`src/common/qspis_macros.svh`:
```
`ifndef QSPIS_MACROS_SVH
`define QSPIS_MACROS_SVH

//////////////////////////////
// Protocol widths
//////////////////////////////
`define QSPIS_ADDR_W      24 // Flash-style 3-byte address
`define QSPIS_DATA_W      32 // Register bus word
`define QSPIS_CMD_W       8  // Opcode byte
`define QSPIS_ADDR_STEP   4  // Byte step per word

//////////////////////////////
// Counters and timing
//////////////////////////////
`define QSPIS_CNT_W       6  // Bit counter, holds up to 32
`define QSPIS_DUMMY_FAST  8  // Dummy clocks of 0x0B
`define QSPIS_DUMMY_QIO   6  // Dummy clocks of 0xEB
`define QSPIS_SYNC_STAGES 3  // Pin synchronizer depth

`endif

```
`src/common/qspis_pkg.sv`:
```
`default_nettype none

`include "qspis_macros.svh"

package qspis_pkg;

   // Phase FSM
   typedef enum logic [2:0] {
      IDLE  = 3'd0, // Waiting for SSN low
      CMD   = 3'd1, // Opcode byte
      ADDR  = 3'd2, // 24-bit address
      DUMMY = 3'd3, // Turnaround clocks
      WRITE = 3'd4, // Data from host
      READ  = 3'd5, // Data to host
      EXIT  = 3'd6  // Parked until SSN high
   } spi_state_t;

   // Supported opcodes
   typedef enum logic [`QSPIS_CMD_W-1:0] {
      CMD_PAGE_PROG = 8'h02, // Single lane write
      CMD_READ      = 8'h03, // Single lane read
      CMD_FAST_READ = 8'h0B, // Single lane, 8 dummies
      CMD_QUAD_PROG = 8'h32, // Quad data write
      CMD_QIO_READ  = 8'hEB  // Quad addr and data, 6 dummies
   } spi_cmd_t;

   // Lanes used per rising edge
   typedef enum logic {
      LANE_SINGLE = 1'b0, // sdin[0] / sdout[0]
      LANE_QUAD   = 1'b1  // All four lines
   } lane_mode_t;

endpackage

`default_nettype wire

```
`src/qspis_sync.sv`:
```
`default_nettype none

`include "qspis_macros.svh"

module qspis_sync (
   input  wire       sys_clk,
   input  wire       rst_n,
   input  wire       sclk,      // Idles low in mode 0
   input  wire       ssn,
   input  wire [3:0] sdin,
   output logic      sclk_rise, // Sample strobe
   output logic      sclk_fall, // Launch strobe
   output logic      cs_active,
   output logic [3:0] sdin_s    // Aligned with sclk_rise
);

   localparam int S = `QSPIS_SYNC_STAGES;

   logic [S:0]      sclk_q; // Extra stage for edge compare
   logic [S-1:0]    ssn_q;
   logic            ssn_ss; // Debounced SSN
   logic [S:0][3:0] sdin_q; // Same depth as sclk_q

   //////////////////////////////
   // SCLK edge detect
   //////////////////////////////
   always_ff @(posedge sys_clk or negedge rst_n) begin
      if (!rst_n) begin
         sclk_q    <= '0; // Clock idles low
         sclk_rise <= 1'b0;
         sclk_fall <= 1'b0;
      end else begin
         sclk_q    <= {sclk_q[S-1:0], sclk};
         sclk_rise <= sclk_q[S-1] & ~sclk_q[S]; // Registered one-cycle pulse
         sclk_fall <= ~sclk_q[S-1] & sclk_q[S];
      end
   end

   // Data pins ride along with SCLK
   always_ff @(posedge sys_clk) begin
      sdin_q <= {sdin_q[S-1:0], sdin};
   end

   assign sdin_s = sdin_q[S]; // Pin value from the edge sample

   //////////////////////////////
   // SSN sync and debounce
   //////////////////////////////
   always_ff @(posedge sys_clk or negedge rst_n) begin
      if (!rst_n) begin
         ssn_q  <= '1; // Deselected
         ssn_ss <= 1'b1;
      end else begin
         ssn_q <= {ssn_q[S-2:0], ssn};
         if (ssn_q[S-1] == ssn_q[S-2]) begin // Two equal samples
            ssn_ss <= ssn_q[S-1];
         end
      end
   end

   assign cs_active = ~ssn_ss;

endmodule

`default_nettype wire

```
`src/qspis_core/qspis_ctrl.sv`:
```
`default_nettype none

`include "qspis_macros.svh"

module qspis_ctrl
   import qspis_pkg::*;
(
   input  wire        sys_clk,
   input  wire        rst_n,
   input  wire        sclk_rise,
   input  wire        cs_active,
   input  spi_cmd_t   cmd_byte,  // From shift_in
   input  wire        reg_ack,
   output spi_state_t state,
   output lane_mode_t lane,      // Lanes of the current phase
   output logic       reg_wr,
   output logic       reg_rd,
   output logic       addr_step, // Address +4 strobe
   output logic       sdout_oen  // Active low
);

   logic [`QSPIS_CNT_W-1:0] bitcnt;     // Edges left in phase, minus one
   logic [`QSPIS_CNT_W-1:0] dummy_clks; // 0 means no dummy phase
   logic [`QSPIS_CNT_W-1:0] data_last;
   logic                    rise_d;     // Lets cmd_byte settle
   logic                    is_read;
   lane_mode_t              data_lane;

   // Bit count reload for one data word
   assign data_last = (data_lane == LANE_QUAD) ?
                      `QSPIS_CNT_W'(`QSPIS_DATA_W/4 - 1) :
                      `QSPIS_CNT_W'(`QSPIS_DATA_W - 1);

   //////////////////////////////
   // Phase FSM
   //////////////////////////////
   always_ff @(posedge sys_clk or negedge rst_n) begin
      if (!rst_n) begin
         state      <= IDLE;
         lane       <= LANE_SINGLE;
         data_lane  <= LANE_SINGLE;
         is_read    <= 1'b1;
         dummy_clks <= '0;
         bitcnt     <= `QSPIS_CNT_W'(`QSPIS_CMD_W - 1);
         rise_d     <= 1'b0;
         reg_wr     <= 1'b0;
         reg_rd     <= 1'b0;
         addr_step  <= 1'b0;
         sdout_oen  <= 1'b1;
      end else begin
         rise_d    <= sclk_rise;
         addr_step <= 1'b0; // Single-cycle strobe
         if (!cs_active) begin // SSN high aborts everything
            state     <= IDLE;
            lane      <= LANE_SINGLE;
            bitcnt    <= `QSPIS_CNT_W'(`QSPIS_CMD_W - 1);
            reg_wr    <= 1'b0;
            reg_rd    <= 1'b0;
            sdout_oen <= 1'b1;
         end else begin
            case (state)
               IDLE: begin
                  state <= CMD;
               end
               CMD: begin
                  if (rise_d) begin
                     if (bitcnt == '0) begin
                        // Defaults, single-lane address
                        state      <= ADDR;
                        lane       <= LANE_SINGLE;
                        data_lane  <= LANE_SINGLE;
                        is_read    <= 1'b1;
                        dummy_clks <= '0;
                        bitcnt     <= `QSPIS_CNT_W'(`QSPIS_ADDR_W - 1);
                        case (cmd_byte)
                           CMD_READ: ;
                           CMD_FAST_READ: dummy_clks <= `QSPIS_CNT_W'(`QSPIS_DUMMY_FAST);
                           CMD_QIO_READ: begin
                              lane       <= LANE_QUAD; // Quad address too
                              data_lane  <= LANE_QUAD;
                              dummy_clks <= `QSPIS_CNT_W'(`QSPIS_DUMMY_QIO);
                              bitcnt     <= `QSPIS_CNT_W'(`QSPIS_ADDR_W/4 - 1);
                           end
                           CMD_PAGE_PROG: is_read <= 1'b0;
                           CMD_QUAD_PROG: begin
                              is_read   <= 1'b0;
                              data_lane <= LANE_QUAD;
                           end
                           default: state <= EXIT; // Unsupported, no bus access
                        endcase
                     end else begin
                        bitcnt <= bitcnt - 1'b1;
                     end
                  end
               end
               ADDR, DUMMY: begin
                  if (sclk_rise) begin
                     if (bitcnt != '0) begin
                        bitcnt <= bitcnt - 1'b1;
                     end else if (state == ADDR && dummy_clks != '0) begin
                        state  <= DUMMY;
                        lane   <= data_lane;
                        bitcnt <= dummy_clks - 1'b1;
                     end else begin
                        lane   <= data_lane;
                        bitcnt <= data_last;
                        if (is_read) begin
                           state     <= READ;
                           reg_rd    <= 1'b1; // Fetch first word now
                           sdout_oen <= 1'b0;
                        end else begin
                           state <= WRITE;
                        end
                     end
                  end
               end
               WRITE, READ: begin
                  if (reg_ack && (reg_wr || reg_rd)) begin
                     reg_wr    <= 1'b0;
                     reg_rd    <= 1'b0;
                     addr_step <= 1'b1;
                  end
                  if (sclk_rise) begin
                     if (bitcnt == '0) begin // Word boundary
                        reg_wr <= ~is_read; // Word complete
                        reg_rd <= is_read;  // Prefetch next word
                        bitcnt <= data_last;
                     end else begin
                        bitcnt <= bitcnt - 1'b1;
                     end
                  end
               end
               EXIT: ; // Hold until SSN high
               default: state <= IDLE;
            endcase
         end
      end
   end

   //////////////////////////////
   // Bus protocol checks
   //////////////////////////////
   a_req_excl: assert property (@(posedge sys_clk) disable iff (!rst_n)
      !(reg_wr && reg_rd))
      else $error("reg_wr and reg_rd both high");

   a_rd_state: assert property (@(posedge sys_clk) disable iff (!rst_n)
      reg_rd |-> state inside {DUMMY, READ})
      else $error("reg_rd outside read phase");

   a_wr_state: assert property (@(posedge sys_clk) disable iff (!rst_n)
      reg_wr |-> state == WRITE)
      else $error("reg_wr outside write phase");

   // Request drops on the ack cycle
   a_ack_drop: assert property (@(posedge sys_clk) disable iff (!rst_n)
      reg_ack |=> !(reg_wr || reg_rd))
      else $error("request held after reg_ack");

endmodule

`default_nettype wire

```
`src/qspis_core/qspis_shift_in.sv`:
```
`default_nettype none

`include "qspis_macros.svh"

module qspis_shift_in
   import qspis_pkg::*;
(
   input  wire                       sys_clk,
   input  wire                       rst_n,
   input  wire                       sclk_rise,
   input  wire  [3:0]                sdin_s,
   input  spi_state_t                state,
   input  lane_mode_t                lane,
   input  wire                       addr_step,
   output spi_cmd_t                  cmd_byte,
   output logic [`QSPIS_ADDR_W-1:0]  reg_addr,
   output logic [`QSPIS_DATA_W-1:0]  reg_wdata
);

   logic [`QSPIS_CMD_W-1:0] cmd_q;

   //////////////////////////////
   // Opcode, always single lane
   //////////////////////////////
   always_ff @(posedge sys_clk or negedge rst_n) begin
      if (!rst_n) begin
         cmd_q <= '0;
      end else if (sclk_rise && state == CMD) begin
         cmd_q <= {cmd_q[`QSPIS_CMD_W-2:0], sdin_s[0]}; // MSB first
      end
   end

   assign cmd_byte = spi_cmd_t'(cmd_q); // Unknown codes pass through

   //////////////////////////////
   // Address and increment
   //////////////////////////////
   always_ff @(posedge sys_clk) begin
      if (sclk_rise && state == ADDR) begin
         if (lane == LANE_QUAD) begin // 0xEB only
            reg_addr <= {reg_addr[`QSPIS_ADDR_W-5:0], sdin_s};
         end else begin
            reg_addr <= {reg_addr[`QSPIS_ADDR_W-2:0], sdin_s[0]};
         end
      end else if (addr_step) begin // After each ack
         reg_addr <= reg_addr + `QSPIS_ADDR_W'(`QSPIS_ADDR_STEP);
      end
   end

   // Write data, held stable while reg_wr is up
   always_ff @(posedge sys_clk) begin
      if (sclk_rise && state == WRITE) begin
         if (lane == LANE_QUAD) begin
            reg_wdata <= {reg_wdata[`QSPIS_DATA_W-5:0], sdin_s}; // sdin[3] is MSB
         end else begin
            reg_wdata <= {reg_wdata[`QSPIS_DATA_W-2:0], sdin_s[0]};
         end
      end
   end

endmodule

`default_nettype wire

```
`src/qspis_core/qspis_shift_out.sv`:
```
`default_nettype none

`include "qspis_macros.svh"

module qspis_shift_out
   import qspis_pkg::*;
(
   input  wire                      sys_clk,
   input  wire                      rst_n,
   input  wire                      sclk_fall,
   input  spi_state_t               state,
   input  lane_mode_t               lane,
   input  wire                      reg_ack,
   input  wire [`QSPIS_DATA_W-1:0]  reg_rdata,
   output logic [3:0]               sdout
);

   logic [`QSPIS_DATA_W-1:0] rd_shift;  // Word being sent
   logic [`QSPIS_CNT_W-1:0]  bits_left; // Bits not yet driven

   // Payload shifter, MSB leaves first
   always_ff @(posedge sys_clk) begin
      if (reg_ack) begin
         rd_shift <= reg_rdata;
      end else if (state == READ && sclk_fall) begin
         if (lane == LANE_QUAD) begin
            rd_shift <= {rd_shift[`QSPIS_DATA_W-5:0], 4'b0000};
         end else begin
            rd_shift <= {rd_shift[`QSPIS_DATA_W-2:0], 1'b0};
         end
      end
   end

   //////////////////////////////
   // Pin drive on falling edge
   //////////////////////////////
   always_ff @(posedge sys_clk or negedge rst_n) begin
      if (!rst_n) begin
         sdout <= 4'b0000;
      end else if (state == READ && sclk_fall) begin
         if (lane == LANE_QUAD) begin
            sdout <= rd_shift[`QSPIS_DATA_W-1 -: 4]; // Top nibble
         end else begin
            sdout <= {3'b111, rd_shift[`QSPIS_DATA_W-1]}; // Spare lines high
         end
      end
   end

   // Tracks word progress for the ack check
   always_ff @(posedge sys_clk or negedge rst_n) begin
      if (!rst_n) begin
         bits_left <= '0;
      end else if (state == IDLE) begin
         bits_left <= '0;
      end else if (reg_ack) begin
         bits_left <= `QSPIS_CNT_W'(`QSPIS_DATA_W);
      end else if (state == READ && sclk_fall && bits_left != '0) begin
         bits_left <= bits_left - ((lane == LANE_QUAD) ? `QSPIS_CNT_W'(4) : `QSPIS_CNT_W'(1));
      end
   end

   // Prefetch must land between words
   a_ack_word: assert property (@(posedge sys_clk) disable iff (!rst_n)
      (reg_ack && state == READ) |-> bits_left == '0)
      else $error("reg_ack in the middle of a read word");

endmodule

`default_nettype wire

```
`src/qspis_top.sv`:
```
`default_nettype none

`include "qspis_macros.svh"

module qspis_top
   import qspis_pkg::*;
(
   input  wire                      sys_clk,
   input  wire                      rst_n,
   // SPI pins
   input  wire                      sclk,
   input  wire                      ssn,
   input  wire  [3:0]               sdin,
   output logic [3:0]               sdout,
   output logic                     sdout_oen, // Active low
   // Register bus
   output logic                     reg_wr,
   output logic                     reg_rd,
   output logic [`QSPIS_ADDR_W-1:0] reg_addr,
   output logic [`QSPIS_DATA_W-1:0] reg_wdata,
   input  wire  [`QSPIS_DATA_W-1:0] reg_rdata,
   input  wire                      reg_ack
);

   logic       sclk_rise;
   logic       sclk_fall;
   logic       cs_active;
   logic [3:0] sdin_s;
   logic       addr_step;
   spi_state_t state;
   lane_mode_t lane;
   spi_cmd_t   cmd_byte;

   //////////////////////////////
   // Pin synchronizer
   //////////////////////////////
   qspis_sync qspis_sync_inst (
      .sys_clk   (sys_clk),
      .rst_n     (rst_n),
      .sclk      (sclk),
      .ssn       (ssn),
      .sdin      (sdin),
      .sclk_rise (sclk_rise),
      .sclk_fall (sclk_fall),
      .cs_active (cs_active),
      .sdin_s    (sdin_s)
   );

   // Phase control and bus requests
   qspis_ctrl qspis_ctrl_inst (
      .sys_clk   (sys_clk),
      .rst_n     (rst_n),
      .sclk_rise (sclk_rise),
      .cs_active (cs_active),
      .cmd_byte  (cmd_byte),
      .reg_ack   (reg_ack),
      .state     (state),
      .lane      (lane),
      .reg_wr    (reg_wr),
      .reg_rd    (reg_rd),
      .addr_step (addr_step),
      .sdout_oen (sdout_oen)
   );

   //////////////////////////////
   // Datapath
   //////////////////////////////
   qspis_shift_in qspis_shift_in_inst (
      .sys_clk   (sys_clk),
      .rst_n     (rst_n),
      .sclk_rise (sclk_rise),
      .sdin_s    (sdin_s),
      .state     (state),
      .lane      (lane),
      .addr_step (addr_step),
      .cmd_byte  (cmd_byte),
      .reg_addr  (reg_addr),
      .reg_wdata (reg_wdata)
   );

   qspis_shift_out qspis_shift_out_inst (
      .sys_clk   (sys_clk),
      .rst_n     (rst_n),
      .sclk_fall (sclk_fall),
      .state     (state),
      .lane      (lane),
      .reg_ack   (reg_ack),
      .reg_rdata (reg_rdata),
      .sdout     (sdout)
   );

endmodule

`default_nettype wire

```
`config.mk`:
```
export PLATFORM = sky130hd
export DESIGN_NAME = qspis_top
export DESIGN_NICKNAME = d
export VERILOG_FILES = /design/src/common/qspis_pkg.sv /design/src/qspis_sync.sv /design/src/qspis_core/qspis_ctrl.sv /design/src/qspis_core/qspis_shift_in.sv /design/src/qspis_core/qspis_shift_out.sv /design/src/qspis_top.sv
export VERILOG_INCLUDE_DIRS = /design/src /design/src/common
export SDC_FILE = /design/constraint.sdc
export NUM_CORES = 1
export LEC_CHECK = 0
export BUFFER_PORTS_ARGS = -buffer_cell sky130_fd_sc_hd__buf_2
export CORE_AREA = 2 2 128 130
export CTS_BUF_LIST = sky130_fd_sc_hd__clkbuf_2 sky130_fd_sc_hd__clkbuf_4 sky130_fd_sc_hd__clkbuf_8
export CTS_CLUSTER_DIAMETER = 100
export DETAILED_ROUTE_END_ITERATION = 8
export DIE_AREA = 0 0 130 132
export PLACE_DENSITY = 0.68
export SLEW_MARGIN = 10
export SYNTH_ARGS = -nofsm -noshare
export SYNTH_HDL_FRONTEND = slang
export SYNTH_HIERARCHICAL = 1
export SYNTH_SLANG_ARGS = --single-unit
```
`constraint.sdc`:
```
create_clock -name sys_clk -period 4.61 [get_ports sys_clk]
set_clock_uncertainty 0.15 [all_clocks]
set_input_delay 0.922 -clock sys_clk [delete_from_list [all_inputs] [get_ports sys_clk]]
set_output_delay 0.922 -clock sys_clk [all_outputs]
set_load 0.005 [all_outputs]
```
==> metrics.md, run 1 <==
| Metric | Value |
|---|---|
| Outcome | `finished, final reports clean` |
| Layout Area Growth over Synthesis | `13.5%` |
| First-pass GRT wire length | `23700 um` |
| Post-Syn Area per Cell | `12.1 um2` |
| Compound-cell area share of the yosys netlist | `11.1%` |
| Yosys Warn Count | `6` |
| R2R Path End | `qspis_ctrl_inst/bitcnt[4]$_DFFE_PN0P_` |
| Final hold vios | `0` |
| Most numerous cell in the Yosys netlist | `edfxtp_1` |
| Final WL | `14500 um` |
| Synth cell types | `71` |
| Adder-Cell Fraction of Synth Area | `1.22%` |
| Routed vias/inst | `5.43` |
| Max VDD drop | `213 uV` |
| Post-Synth Simple-Gate Area | `12.4%` |
| Post-synth top area share | `37.3%` |
| Ys async rst share | `28.3%` |
| Vias in the first global route | `4700` |
| Insertion delay to the later sink of the worst-skew pair | `0.44 ns` |
| Largest family of logic cells by synthesized area | `multiplexers` |
| Max-Cap Viols | `0` |
| Clk buf depth | `2` |
| RR Startpoint | `qspis_ctrl_inst/state[2]$_DFFE_PN0P_` |
| EDFF count, synth | `88` |
| Crit path kind | `reg -> reg` |
| Antenna-violating nets left | `0` |
| Worst Setup Start Kind | `register` |
| Detailed Routing Iterations Pass 1 | `5` |
| Post-CTS setup buffer count | `0` |
| Post-synth top area cell | `edfxtp_1` |
| Synth Register Bits | `145` |
| CTS tree | `built` |
| Initial Util | `45.1%` |
| Mux cell area share after synthesis | `12.7%` |
| Hold/Removal Path Class | `reg -> reg` |
| Placeable Area | `15700 um2` |
| # rows | `46` |
| Relative slew slack | `26.7%` |
| Global route overflow | `0` |
| IO Port Bufs | `103` |
| Initial antenna violation count | `0` |
| Die Height | `132 um` |
| Post-synthesis xor/xnor area fraction | `2.10%` |
| GRT Total Usage | `17.2%` |
| Crit path from | `qspis_ctrl_inst/state[2]$_DFFE_PN0P_` |
| Die area | `17200 um2` |
| Most frequent cells after synthesis | `edfxtp_1, nand2_1, mux2_2, mux2i_1, o21ai_0` |
| Worst Setup EP | `qspis_ctrl_inst/bitcnt[4]$_DFFE_PN0P_` |
| Fin Hold WS | `0.180 ns` |
| Fmax | `0.368 GHz` |
| Layout cell share with drive strength beyond 1 | `31.2%` |
| Clk root buf | `clkbuf_8` |
| Slew @ Worst Pin | `1.10 ns` |
| Cell area after synthesis | `7090 um2` |
| H-tree depth | `4` |
| RePlAce Congestion | `0.946` |
| Final nets | `724` |
| Die W | `130 um` |
| Worst reg2reg setup slack | `1.89 ns` |
| Final HPWL DP | `9820 um` |
| CP arrival | `2.93 ns` |
| Final setup fails | `0` |
| Required @ worst endpoint | `4.82 ns` |
| Crit share post-route | `59.0%` |
| Nature of the critical path endpoint | `register` |
| Placement Setup Slack | `1.94 ns` |
| N_diodes | `0` |
| FF-to-FF path depth | `7` |
| Avg WL per Cell | `16.0 um` |
| Post-synthesis sequential area ratio | `56.4%` |
| Lkg Pwr | `0.00300 uW` |
| Final Max Slew Viols | `0` |
| Pwr/cell area | `376 nW/um2` |
| Largest net degree at the start of global routing | `74` |
| Num CTS Buffers | `17` |
| Min setup slack post-route | `1.89 ns` |
| DRC viols | `0` |
| Net Count, Synth | `635` |
| RSZ-0062 raised after global routing | `false` |
| Tmin final | `2.72 ns` |
| Vias | `4920` |
| Io pins | `104` |
| Post-synthesis cell count | `588` |
| Clock slew at reported path FFs | `0.08 ns` |
| Setup TNS | `0 ns` |
| Cts-stage hold buffer count | `0` |
| Post-CTS Resized | `0` |
| Top FF cell, synth | `edfxtp_1` |
| Clock sinks | `145` |
| Main area contributors after synthesis | `edfxtp_1, dfrtp_1, mux2_2` |
| Worst-path fanout max | `19` |
| Starting DRC count in detailed routing | `309` |
state kept, by name, indices dropped and copies added, names as in the netlist, 2 cells and up:
signal	cells
qspis_sync_inst/sclk_q	4
qspis_sync_inst/sdin_q	12
qspis_shift_out_inst/sdout	4
qspis_shift_out_inst/rd_shift	32
qspis_shift_in_inst/cmd_byte	8
qspis_ctrl_inst/state	3
qspis_ctrl_inst/dummy_clks	2
qspis_shift_in_inst/reg_wdata	32
qspis_sync_inst/sdin_s	4
qspis_shift_in_inst/reg_addr	24
qspis_ctrl_inst/bitcnt	6
qspis_sync_inst/ssn_q	3
per-layer routing:
| metal | part of all wire (%) | track usage (%) | wire length [um] | vias up |
|---|---|---|---|---|
| met5 | 0 | 0 | 0 | - |
| met2 | 47 | 25.9 | 6790 | 148 |
| met4 | 0.95 | 5.73 | 138 | 0 |
| met3 | 5.2 | 4.75 | 752 | 15 |
| met1 | 47 | 24.2 | 6850 | 2402 |
| li1 | - | - | - | 2355 |
report_power, final:
| part | internal [uW] | leakage, uW | total, uW | switching [uW] |
|---|---|---|---|---|
| Clock | 385 | 0.000183 | 892 | 507 |
| Combinational | 229 | 0.00135 | 496 | 267 |
| Sequential | 1520 | 0.00147 | 1640 | 125 |
placed cells by master (no fill, tap or decap), types with 10 or more instances in the layout:
cell / count
o21ai_1: 10
dfxtp_1: 16
o21ai_0: 34
a21oi_1: 27
nor3_1: 12
xnor2_1: 13
dfrtp_1: 31
buf_2: 103
clkbuf_8: 17
edfxtp_1: 88
nor2_1: 13
nor2b_1: 18
mux2i_1: 35
nand2_1: 53
inv_1: 17
a211oi_1: 13
mux2_2: 46
worst min-delay path by stage:
stage	cells past startpoint	slack, ns	end	start
after floorplan	0	0.16	qspis_sync_inst/sdin_q[10]$_DFF_P_	qspis_sync_inst/sdin_q[6]$_DFF_P_
after global placement	0	0.16	qspis_sync_inst/sdin_s[3]$_DFF_P_	qspis_sync_inst/sdin_q[11]$_DFF_P_
after detailed placement	0	0.16	qspis_sync_inst/sdin_q[6]$_DFF_P_	qspis_sync_inst/sdin_q[2]$_DFF_P_
after CTS	0	0.18	qspis_sync_inst/sdin_s[3]$_DFF_P_	qspis_sync_inst/sdin_q[11]$_DFF_P_
after global routing	0	0.18	qspis_sync_inst/sdin_s[3]$_DFF_P_	qspis_sync_inst/sdin_q[11]$_DFF_P_
final	0	0.18	qspis_sync_inst/sdin_q[9]$_DFF_P_	qspis_sync_inst/sdin_q[5]$_DFF_P_
cells by family after synthesis:
logic type | count (synthesis)
AND/OR/NAND/NOR | 156
adder cells (fa/ha/maj) | 7
XOR/XNOR | 17
buffers and inverters | 56
flip-flops | 145
multiplexers | 83
AO/OA/AOI/OAI | 124
metrics by stage:
step                      total power [uW]  cell area [um2]  instances  utilization (%)
after floorplan                       1990             7090        588                -
after global placement                2130             7710        874             49.1
after detailed placement              2160             7710        874             49.1
after CTS                             3060             8050        906             51.3
after global routing                  3190             8050        906             51.3
final                                 3030             8050        906             51.3
worst max-delay path: stages, from the launching register on:
cell       delay, ns
dfrtp_1         0.59
inv_1           0.12
ha_1            0.41
o21bai_1        0.29
o311ai_2        0.27
a2111oi_0       0.46
o22ai_1         0.15
a21oi_1         0.19
cell type report:
class | instances | area, um2
fill | 1415 | 7660
sequential | 145 | 4000
multi-input combinational | 387 | 2820
timing repair buffer | 108 | 553
tap | 216 | 270
clock buffer | 18 | 241
clock inverter | 14 | 101
inverter | 18 | 67.6
Power figures use the tool's default switching activity.
==> run 2: changes to the inputs <==
--- a/config.mk
+++ b/config.mk
@@ -12,7 +12,7 @@
 export CTS_CLUSTER_DIAMETER = 100
 export DETAILED_ROUTE_END_ITERATION = 8
 export DIE_AREA = 0 0 130 132
-export PLACE_DENSITY = 0.68
+export PLACE_DENSITY = 0.65
 export SLEW_MARGIN = 10
 export SYNTH_ARGS = -nofsm -noshare
 export SYNTH_HDL_FRONTEND = slang
==> constraint.sdc (replaced) <==
create_clock -name sys_clk -period 2.6 [get_ports sys_clk]
set_clock_uncertainty 0.15 [all_clocks]
set_input_delay 0.52 -clock sys_clk [delete_from_list [all_inputs] [get_ports sys_clk]]
set_output_delay 0.52 -clock sys_clk [all_outputs]
set_load 0.005 [all_outputs]
==> metrics.md, run 2 (synthesized netlist as in run 1, its figures left out) <==
| Metric | Value |
|---|---|
| Outcome | `finished, final reports clean` |
| FF/Latch Area | `4010 um2 (about the same)` |
| First-pass GRT wire length | `24300 um (+2.5%)` |
| Worst-path fanout max | `5 (-14)` |
| GRT Total Usage | `17.8% (+0.57 points)` |
| Final Max Slew Viols | `0 (unchanged)` |
| Die Height | `132 um (unchanged)` |
| DRC viols | `0 (unchanged)` |
| Final HPWL DP | `10200 um (+3.9%)` |
| Inst Count DP | `884 (+1.1%)` |
| Largest net degree at the start of global routing | `52 (-30%)` |
| Vias in the first global route | `4832 (+2.8%)` |
| Final WL | `14900 um (+2.6%)` |
| Filler Cells Inserted | `1422 (+0.49%)` |
| RePlAce Congestion | `0.898 (-5.1%)` |
| Clock slew at reported path FFs | `0.08 ns (about the same)` |
| Setup TNS | `0 ns (unchanged)` |
| Routed vias/inst | `5.39 (-0.70%)` |
| Slew @ Worst Pin | `0.895 ns (-0.204 ns)` |
| Initial antenna violation count | `0 (unchanged)` |
| Hold/Removal Path Class | `in -> async` |
| Worst Setup Start Kind | `register` |
| N_diodes | `0 (unchanged)` |
| IO Port Bufs | `103 (unchanged)` |
| Layout cell share with drive strength beyond 1 | `32.0% (+0.85 points)` |
| Most common cell after layout, fill and taps aside | `buf_2` |
| Post-layout util | `52.4% (+1.2 points)` |
| Min setup slack post-route | `0.207 ns (-1.69 ns)` |
| Die W | `130 um (unchanged)` |
| Fmax | `0.418 GHz (+14%)` |
| H-tree depth | `4 (unchanged)` |
| Insertion delay to the later sink of the worst-skew pair | `0.44 ns (about the same)` |
| Nature of the critical path endpoint | `register` |
| Final Non-Filler Cells | `922 (+1.8%)` |
| Vias | `4972 (+1.1%)` |
| Pwr/cell area | `672 nW/um2 (+79%)` |
| Footprint of the multi-input gates | `2820 um2 (unchanged)` |
| Clock sinks | `145 (unchanged)` |
| Clk buf depth | `2 (unchanged)` |
| Relative slew slack | `40.3% (+14 points)` |
| CTS tree | `built` |
| Lkg Pwr | `0.00310 uW (+3.1%)` |
| Crit path kind | `reg -> reg` |
| Max VDD drop | `392 uV (+84%)` |
| Antenna-violating nets left | `0 (unchanged)` |
| Avg WL per Cell | `16.2 um (+0.79%)` |
| Most frequent cells in the layout | `buf_2, edfxtp_1, nand2_1` |
| Placeable Area | `15700 um2 (unchanged)` |
| Io pins | `104 (unchanged)` |
| Final setup fails | `0 (unchanged)` |
| Final hold vios | `0 (unchanged)` |
| Starting DRC count in detailed routing | `360 (+17%)` |
| Top Registers | `qspis_shift_in_inst/reg_wdata: 32 flops, qspis_shift_out_inst/rd_shift: 32 flops, qspis_shift_in_inst/reg_addr: 24 flops` |
| Tmin final | `2.39 ns (-0.325 ns)` |
| Layout Area Growth over Synthesis | `16.2%` |
| RSZ-0062 raised after global routing | `false` |
| Die area | `17200 um2 (unchanged)` |
| Global route overflow | `0 (unchanged)` |
| Detailed Routing Iterations Pass 1 | `4 (-1)` |
| Placement Setup Slack | `0.254 ns (-1.69 ns)` |
| Clk root buf | `clkbuf_8` |
| Final nets | `740 (+2.2%)` |
| Max-Cap Viols | `0 (unchanged)` |
| Initial Util | `45.1% (unchanged)` |
| Required @ worst endpoint | `2.77 ns (-2.05 ns)` |
| CP arrival | `2.56 ns (-0.37 ns)` |
| Num CTS Buffers | `17 (unchanged)` |
| Crit share post-route | `92.0% (+33 points)` |
| # rows | `46 (unchanged)` |
[run 2: final timing paths]
| check | start | endpoint | slack (ns) | cells past startpoint |
|---|---|---|---|---|
| setup / recovery | qspis_ctrl_inst/bitcnt[0]$_DFFE_PN1P_ | qspis_ctrl_inst/reg_rd$_DFFE_PN0P_ | 0.21 | 7 |
| hold / removal | rst_n | qspis_sync_inst/sclk_q[0]$_DFF_PN0_ | 0.04 | 1 |
| setup reg to reg | qspis_ctrl_inst/bitcnt[0]$_DFFE_PN1P_ | qspis_ctrl_inst/reg_rd$_DFFE_PN0P_ | 0.21 | 7 |
| hold reg to reg | qspis_sync_inst/sdin_q[11]$_DFF_P_ | qspis_sync_inst/sdin_s[3]$_DFF_P_ | 0.17 | 0 |
| max in group asynchronous | rst_n | qspis_ctrl_inst/lane$_DFFE_PN0P_ | 1.59 | 1 |
| min in group sys_clk | qspis_sync_inst/sdin_q[11]$_DFF_P_ | qspis_sync_inst/sdin_s[3]$_DFF_P_ | 0.17 | 0 |
[run 2: layout make-up]
type	count	share of cell area, %
Clock inverter	13	1.52
Multi-Input combinational cell	387	34.2
Clock buffer	19	3.10
Tap cell	216	3.28
Timing Repair Buffer	124	8.50
Inverter	18	0.820
Sequential cell	145	48.6
[run 2: timing repair]
item,4_1_cts,5_1_grt
buffers inserted,0,0
resized for setup,0,1
hold endpoints to repair,6,0
hold buffers,6,0
setup endpoints to repair,0,1
[run 2: layer usage]
layer | global-route usage, % | vias to the layer above | part of all wire (%)
met5 | 0 | - | 0
met3 | 5.28 | 18 | 5.7
met2 | 27.7 | 159 | 47
met4 | 5.38 | 0 | 1.3
li1 | - | 2402 | -
met1 | 24.1 | 2393 | 46
[run 2: report_power, final]
group / switching, uW / internal, uW / total (uW)
sequential: 216 / 2690 / 2910
combinational: 498 / 437 / 936
clock: 890 / 810 / 1700
total: 1600 / 3940 / 5540
[run 2: critical path, cell delays in order, from the launching register on]
cell	delay, ns
dfstp_2	0.39
inv_1	0.11
ha_1	0.21
or3b_4	0.44
nor4_1	0.46
o21ai_0	0.22
o21ai_0	0.22
a21oi_1	0.09
[run 2: stage by stage]
| step | hold WS (ns) | power (uW) | area (um2) |
|---|---|---|---|
| 6_report | 0.0407 | 5540 | 8240 |
| 5_1_grt | 0.0999 | 5830 | 8240 |
| 4_1_cts | 0.0391 | 5590 | 8240 |
| 3_5_place_dp | 0.162 | 3870 | 7800 |
| 3_3_place_gp | 0.161 | 3820 | 7800 |
| 2_1_floorplan | 0.0744 | 3530 | 7110 |
==> run 3: changes to the inputs <==
--- a/config.mk
+++ b/config.mk
@@ -7,11 +7,11 @@
 export NUM_CORES = 1
 export LEC_CHECK = 0
 export BUFFER_PORTS_ARGS = -buffer_cell sky130_fd_sc_hd__buf_2
-export CORE_AREA = 2 2 128 130
+export CORE_AREA = 2 2 117 142
 export CTS_BUF_LIST = sky130_fd_sc_hd__clkbuf_2 sky130_fd_sc_hd__clkbuf_4 sky130_fd_sc_hd__clkbuf_8
 export CTS_CLUSTER_DIAMETER = 100
 export DETAILED_ROUTE_END_ITERATION = 8
-export DIE_AREA = 0 0 130 132
+export DIE_AREA = 0 0 119 144
 export PLACE_DENSITY = 0.65
 export SLEW_MARGIN = 10
 export SYNTH_ARGS = -nofsm -noshare
==> metrics.md, run 3 (synthesized netlist as in run 1, its figures left out) <==
| Metric | Value |
|---|---|
| Clock sinks | `145 (unchanged)` |
| Slew @ Worst Pin | `0.792 ns (-0.104 ns)` |
| Vias | `4976 (+0.080%)` |
| Final WL | `14600 um (-2.4%)` |
| Outcome | `finished, violations left` |
| Footprint of the multi-input gates | `2820 um2 (unchanged)` |
| Final Max Slew Viols | `0 (unchanged)` |
| GRT Total Usage | `17.5% (-0.27 points)` |
| Fmax | `0.412 GHz (-1.4%)` |
| RSZ-0062 raised after global routing | `false` |
| Initial antenna violation count | `0 (unchanged)` |
| Clk buf depth | `2 (unchanged)` |
| Post-CTS Resized | `0 (unchanged)` |
| Starting DRC count in detailed routing | `336 (-6.7%)` |
| Crit share post-route | `93.4% (+1.3 points)` |
| Die W | `119 um (-8.5%)` |
| Max-Cap Viols | `0 (unchanged)` |
| Failing checks | `negative hold slack` |
| Insertion delay to the later sink of the worst-skew pair | `0.44 ns (about the same)` |
| Lkg Pwr | `0.00312 uW (+0.63%)` |
| Max VDD drop | `462 uV (+18%)` |
| Post-layout util | `52.0% (-0.45 points)` |
| Post-CTS setup buffer count | `0 (unchanged)` |
| Relative slew slack | `47.2% (+6.9 points)` |
| Final HPWL DP | `9890 um (-3.1%)` |
| FF/Latch Area | `4000 um2 (about the same)` |
| Tmin final | `2.43 ns (+0.0346 ns)` |
| Filler Cells Inserted | `1403 (-1.3%)` |
| Routed vias/inst | `5.43 (+0.63%)` |
| Setup TNS | `0 ns (unchanged)` |
| Worst reg2reg setup slack | `0.17 ns (-0.03 ns)` |
| Placeable Area | `15900 um2 (+1.1%)` |
| Die area | `17100 um2 (-0.14%)` |
| Detailed Routing Iterations Pass 1 | `5 (+1)` |
| Layout cell share with drive strength beyond 1 | `32.2% (+0.19 points)` |
| N_diodes | `0 (unchanged)` |
| Most frequent cells in the layout | `buf_2, edfxtp_1, nand2_1` |
| Largest net degree at the start of global routing | `55 (+5.8%)` |
| RePlAce Congestion | `0.853 (-5.1%)` |
| Top Registers | `qspis_shift_in_inst/reg_wdata: 32 flops, qspis_shift_out_inst/rd_shift: 32 flops, qspis_shift_in_inst/reg_addr: 24 flops` |
| Worst Setup Start Kind | `register` |
| Nature of the critical path endpoint | `register` |
| Final hold vios | `1 (+1)` |
| First-pass GRT wire length | `24000 um (-1.2%)` |
| Final setup fails | `0 (unchanged)` |
| CP arrival | `2.59 ns (+0.03 ns)` |
| Fin Hold WS | `-0.000532 ns (-0.0412 ns)` |
| Antenna-violating nets left | `0 (unchanged)` |
| Die Height | `144 um (+9.1%)` |
| Most common cell after layout, fill and taps aside | `buf_2` |
| Avg WL per Cell | `15.9 um (-1.8%)` |
| Clk root buf | `clkbuf_8` |
| Hold/Removal Path Class | `in -> async` |
| Crit path kind | `reg -> reg` |
| IO Port Bufs | `103 (unchanged)` |
| H-tree depth | `4 (unchanged)` |
| Vias in the first global route | `4843 (+0.23%)` |
| Final nets | `739 (-0.14%)` |
| CTS tree | `built` |
| Io pins | `104 (unchanged)` |
| Required @ worst endpoint | `2.77 ns (about the same)` |
| Cts-stage hold buffer count | `1 (-5)` |
| DRC viols | `0 (unchanged)` |
| Global route overflow | `0 (unchanged)` |
| # rows | `51 (+11%)` |
| Initial Util | `44.6% (-0.50 points)` |
| Worst-path fanout max | `5 (unchanged)` |
| Total power | `5690 uW (+2.7%)` |
| Num CTS Buffers | `17 (unchanged)` |
| Clock slew at reported path FFs | `0.09 ns (about the same)` |
| Layout Area Growth over Synthesis | `16.5%` |
| Pwr/cell area | `689 nW/um2 (+2.4%)` |
[run 3: cell type report]
cell class	count	area share, %
inverter	18	0.818
tap	212	3.21
sequential	145	48.5
timing repair buffer	123	8.42
multi-input combinational	387	34.1
clock inverter	15	2.17
clock buffer	17	2.83
[run 3: routing by layer]
layer	global-route usage (%)	part of all wire [%]
met1	22.5	45
met2	28.8	49
met3	3.51	4.4
met4	7.96	1.4
met5	0	0
[run 3: stage by stage]
stage               setup slack (ns)  area [um2]  hold WS [ns]  instances
floorplan                      0.279        7110        0.0744        588
global placement               0.296        7830         0.160        883
detailed placement             0.208        7830         0.162        883
CTS                            0.193        8250       0.00137        916
global route                  0.0547        8260      0.000719        917
finish                         0.172        8260     -0.000532        917
[run 3: power breakdown]
group          total (uW)  internal [uW]  switching (uW)
combinational         922            441             480
sequential           2890           2690             207
clock                1870            962             911
total                5690           4090            1600
[run 3: worst max-delay path, cell delays in order (launching register included)]
cell     delay [ns]
dfstp_2        0.39
inv_1          0.09
ha_1           0.20
or3b_4         0.43
nor4_1         0.54
o21ai_0        0.20
o21ai_0        0.21
a21oi_1        0.10
[run 3: path summary, 6_finish.rpt]
kind / startpoint / endpoint / cells past startpoint
worst max-delay path: qspis_ctrl_inst/bitcnt[0]$_DFFE_PN1P_ / qspis_ctrl_inst/reg_rd$_DFFE_PN0P_ / 7
worst min-delay path: rst_n / qspis_ctrl_inst/bitcnt[5]$_DFFE_PN0P_ / 1
worst max register to register: qspis_ctrl_inst/bitcnt[0]$_DFFE_PN1P_ / qspis_ctrl_inst/reg_rd$_DFFE_PN0P_ / 7
worst min register to register: qspis_sync_inst/sdin_q[9]$_DFF_P_ / qspis_sync_inst/sdin_s[1]$_DFF_P_ / 0
max in group asynchronous: rst_n / qspis_shift_out_inst/sdout[0]$_DFFE_PN0P_ / 2
min in group sys_clk: sdin[3] / qspis_sync_inst/sdin_q[3]$_DFF_P_ / 1
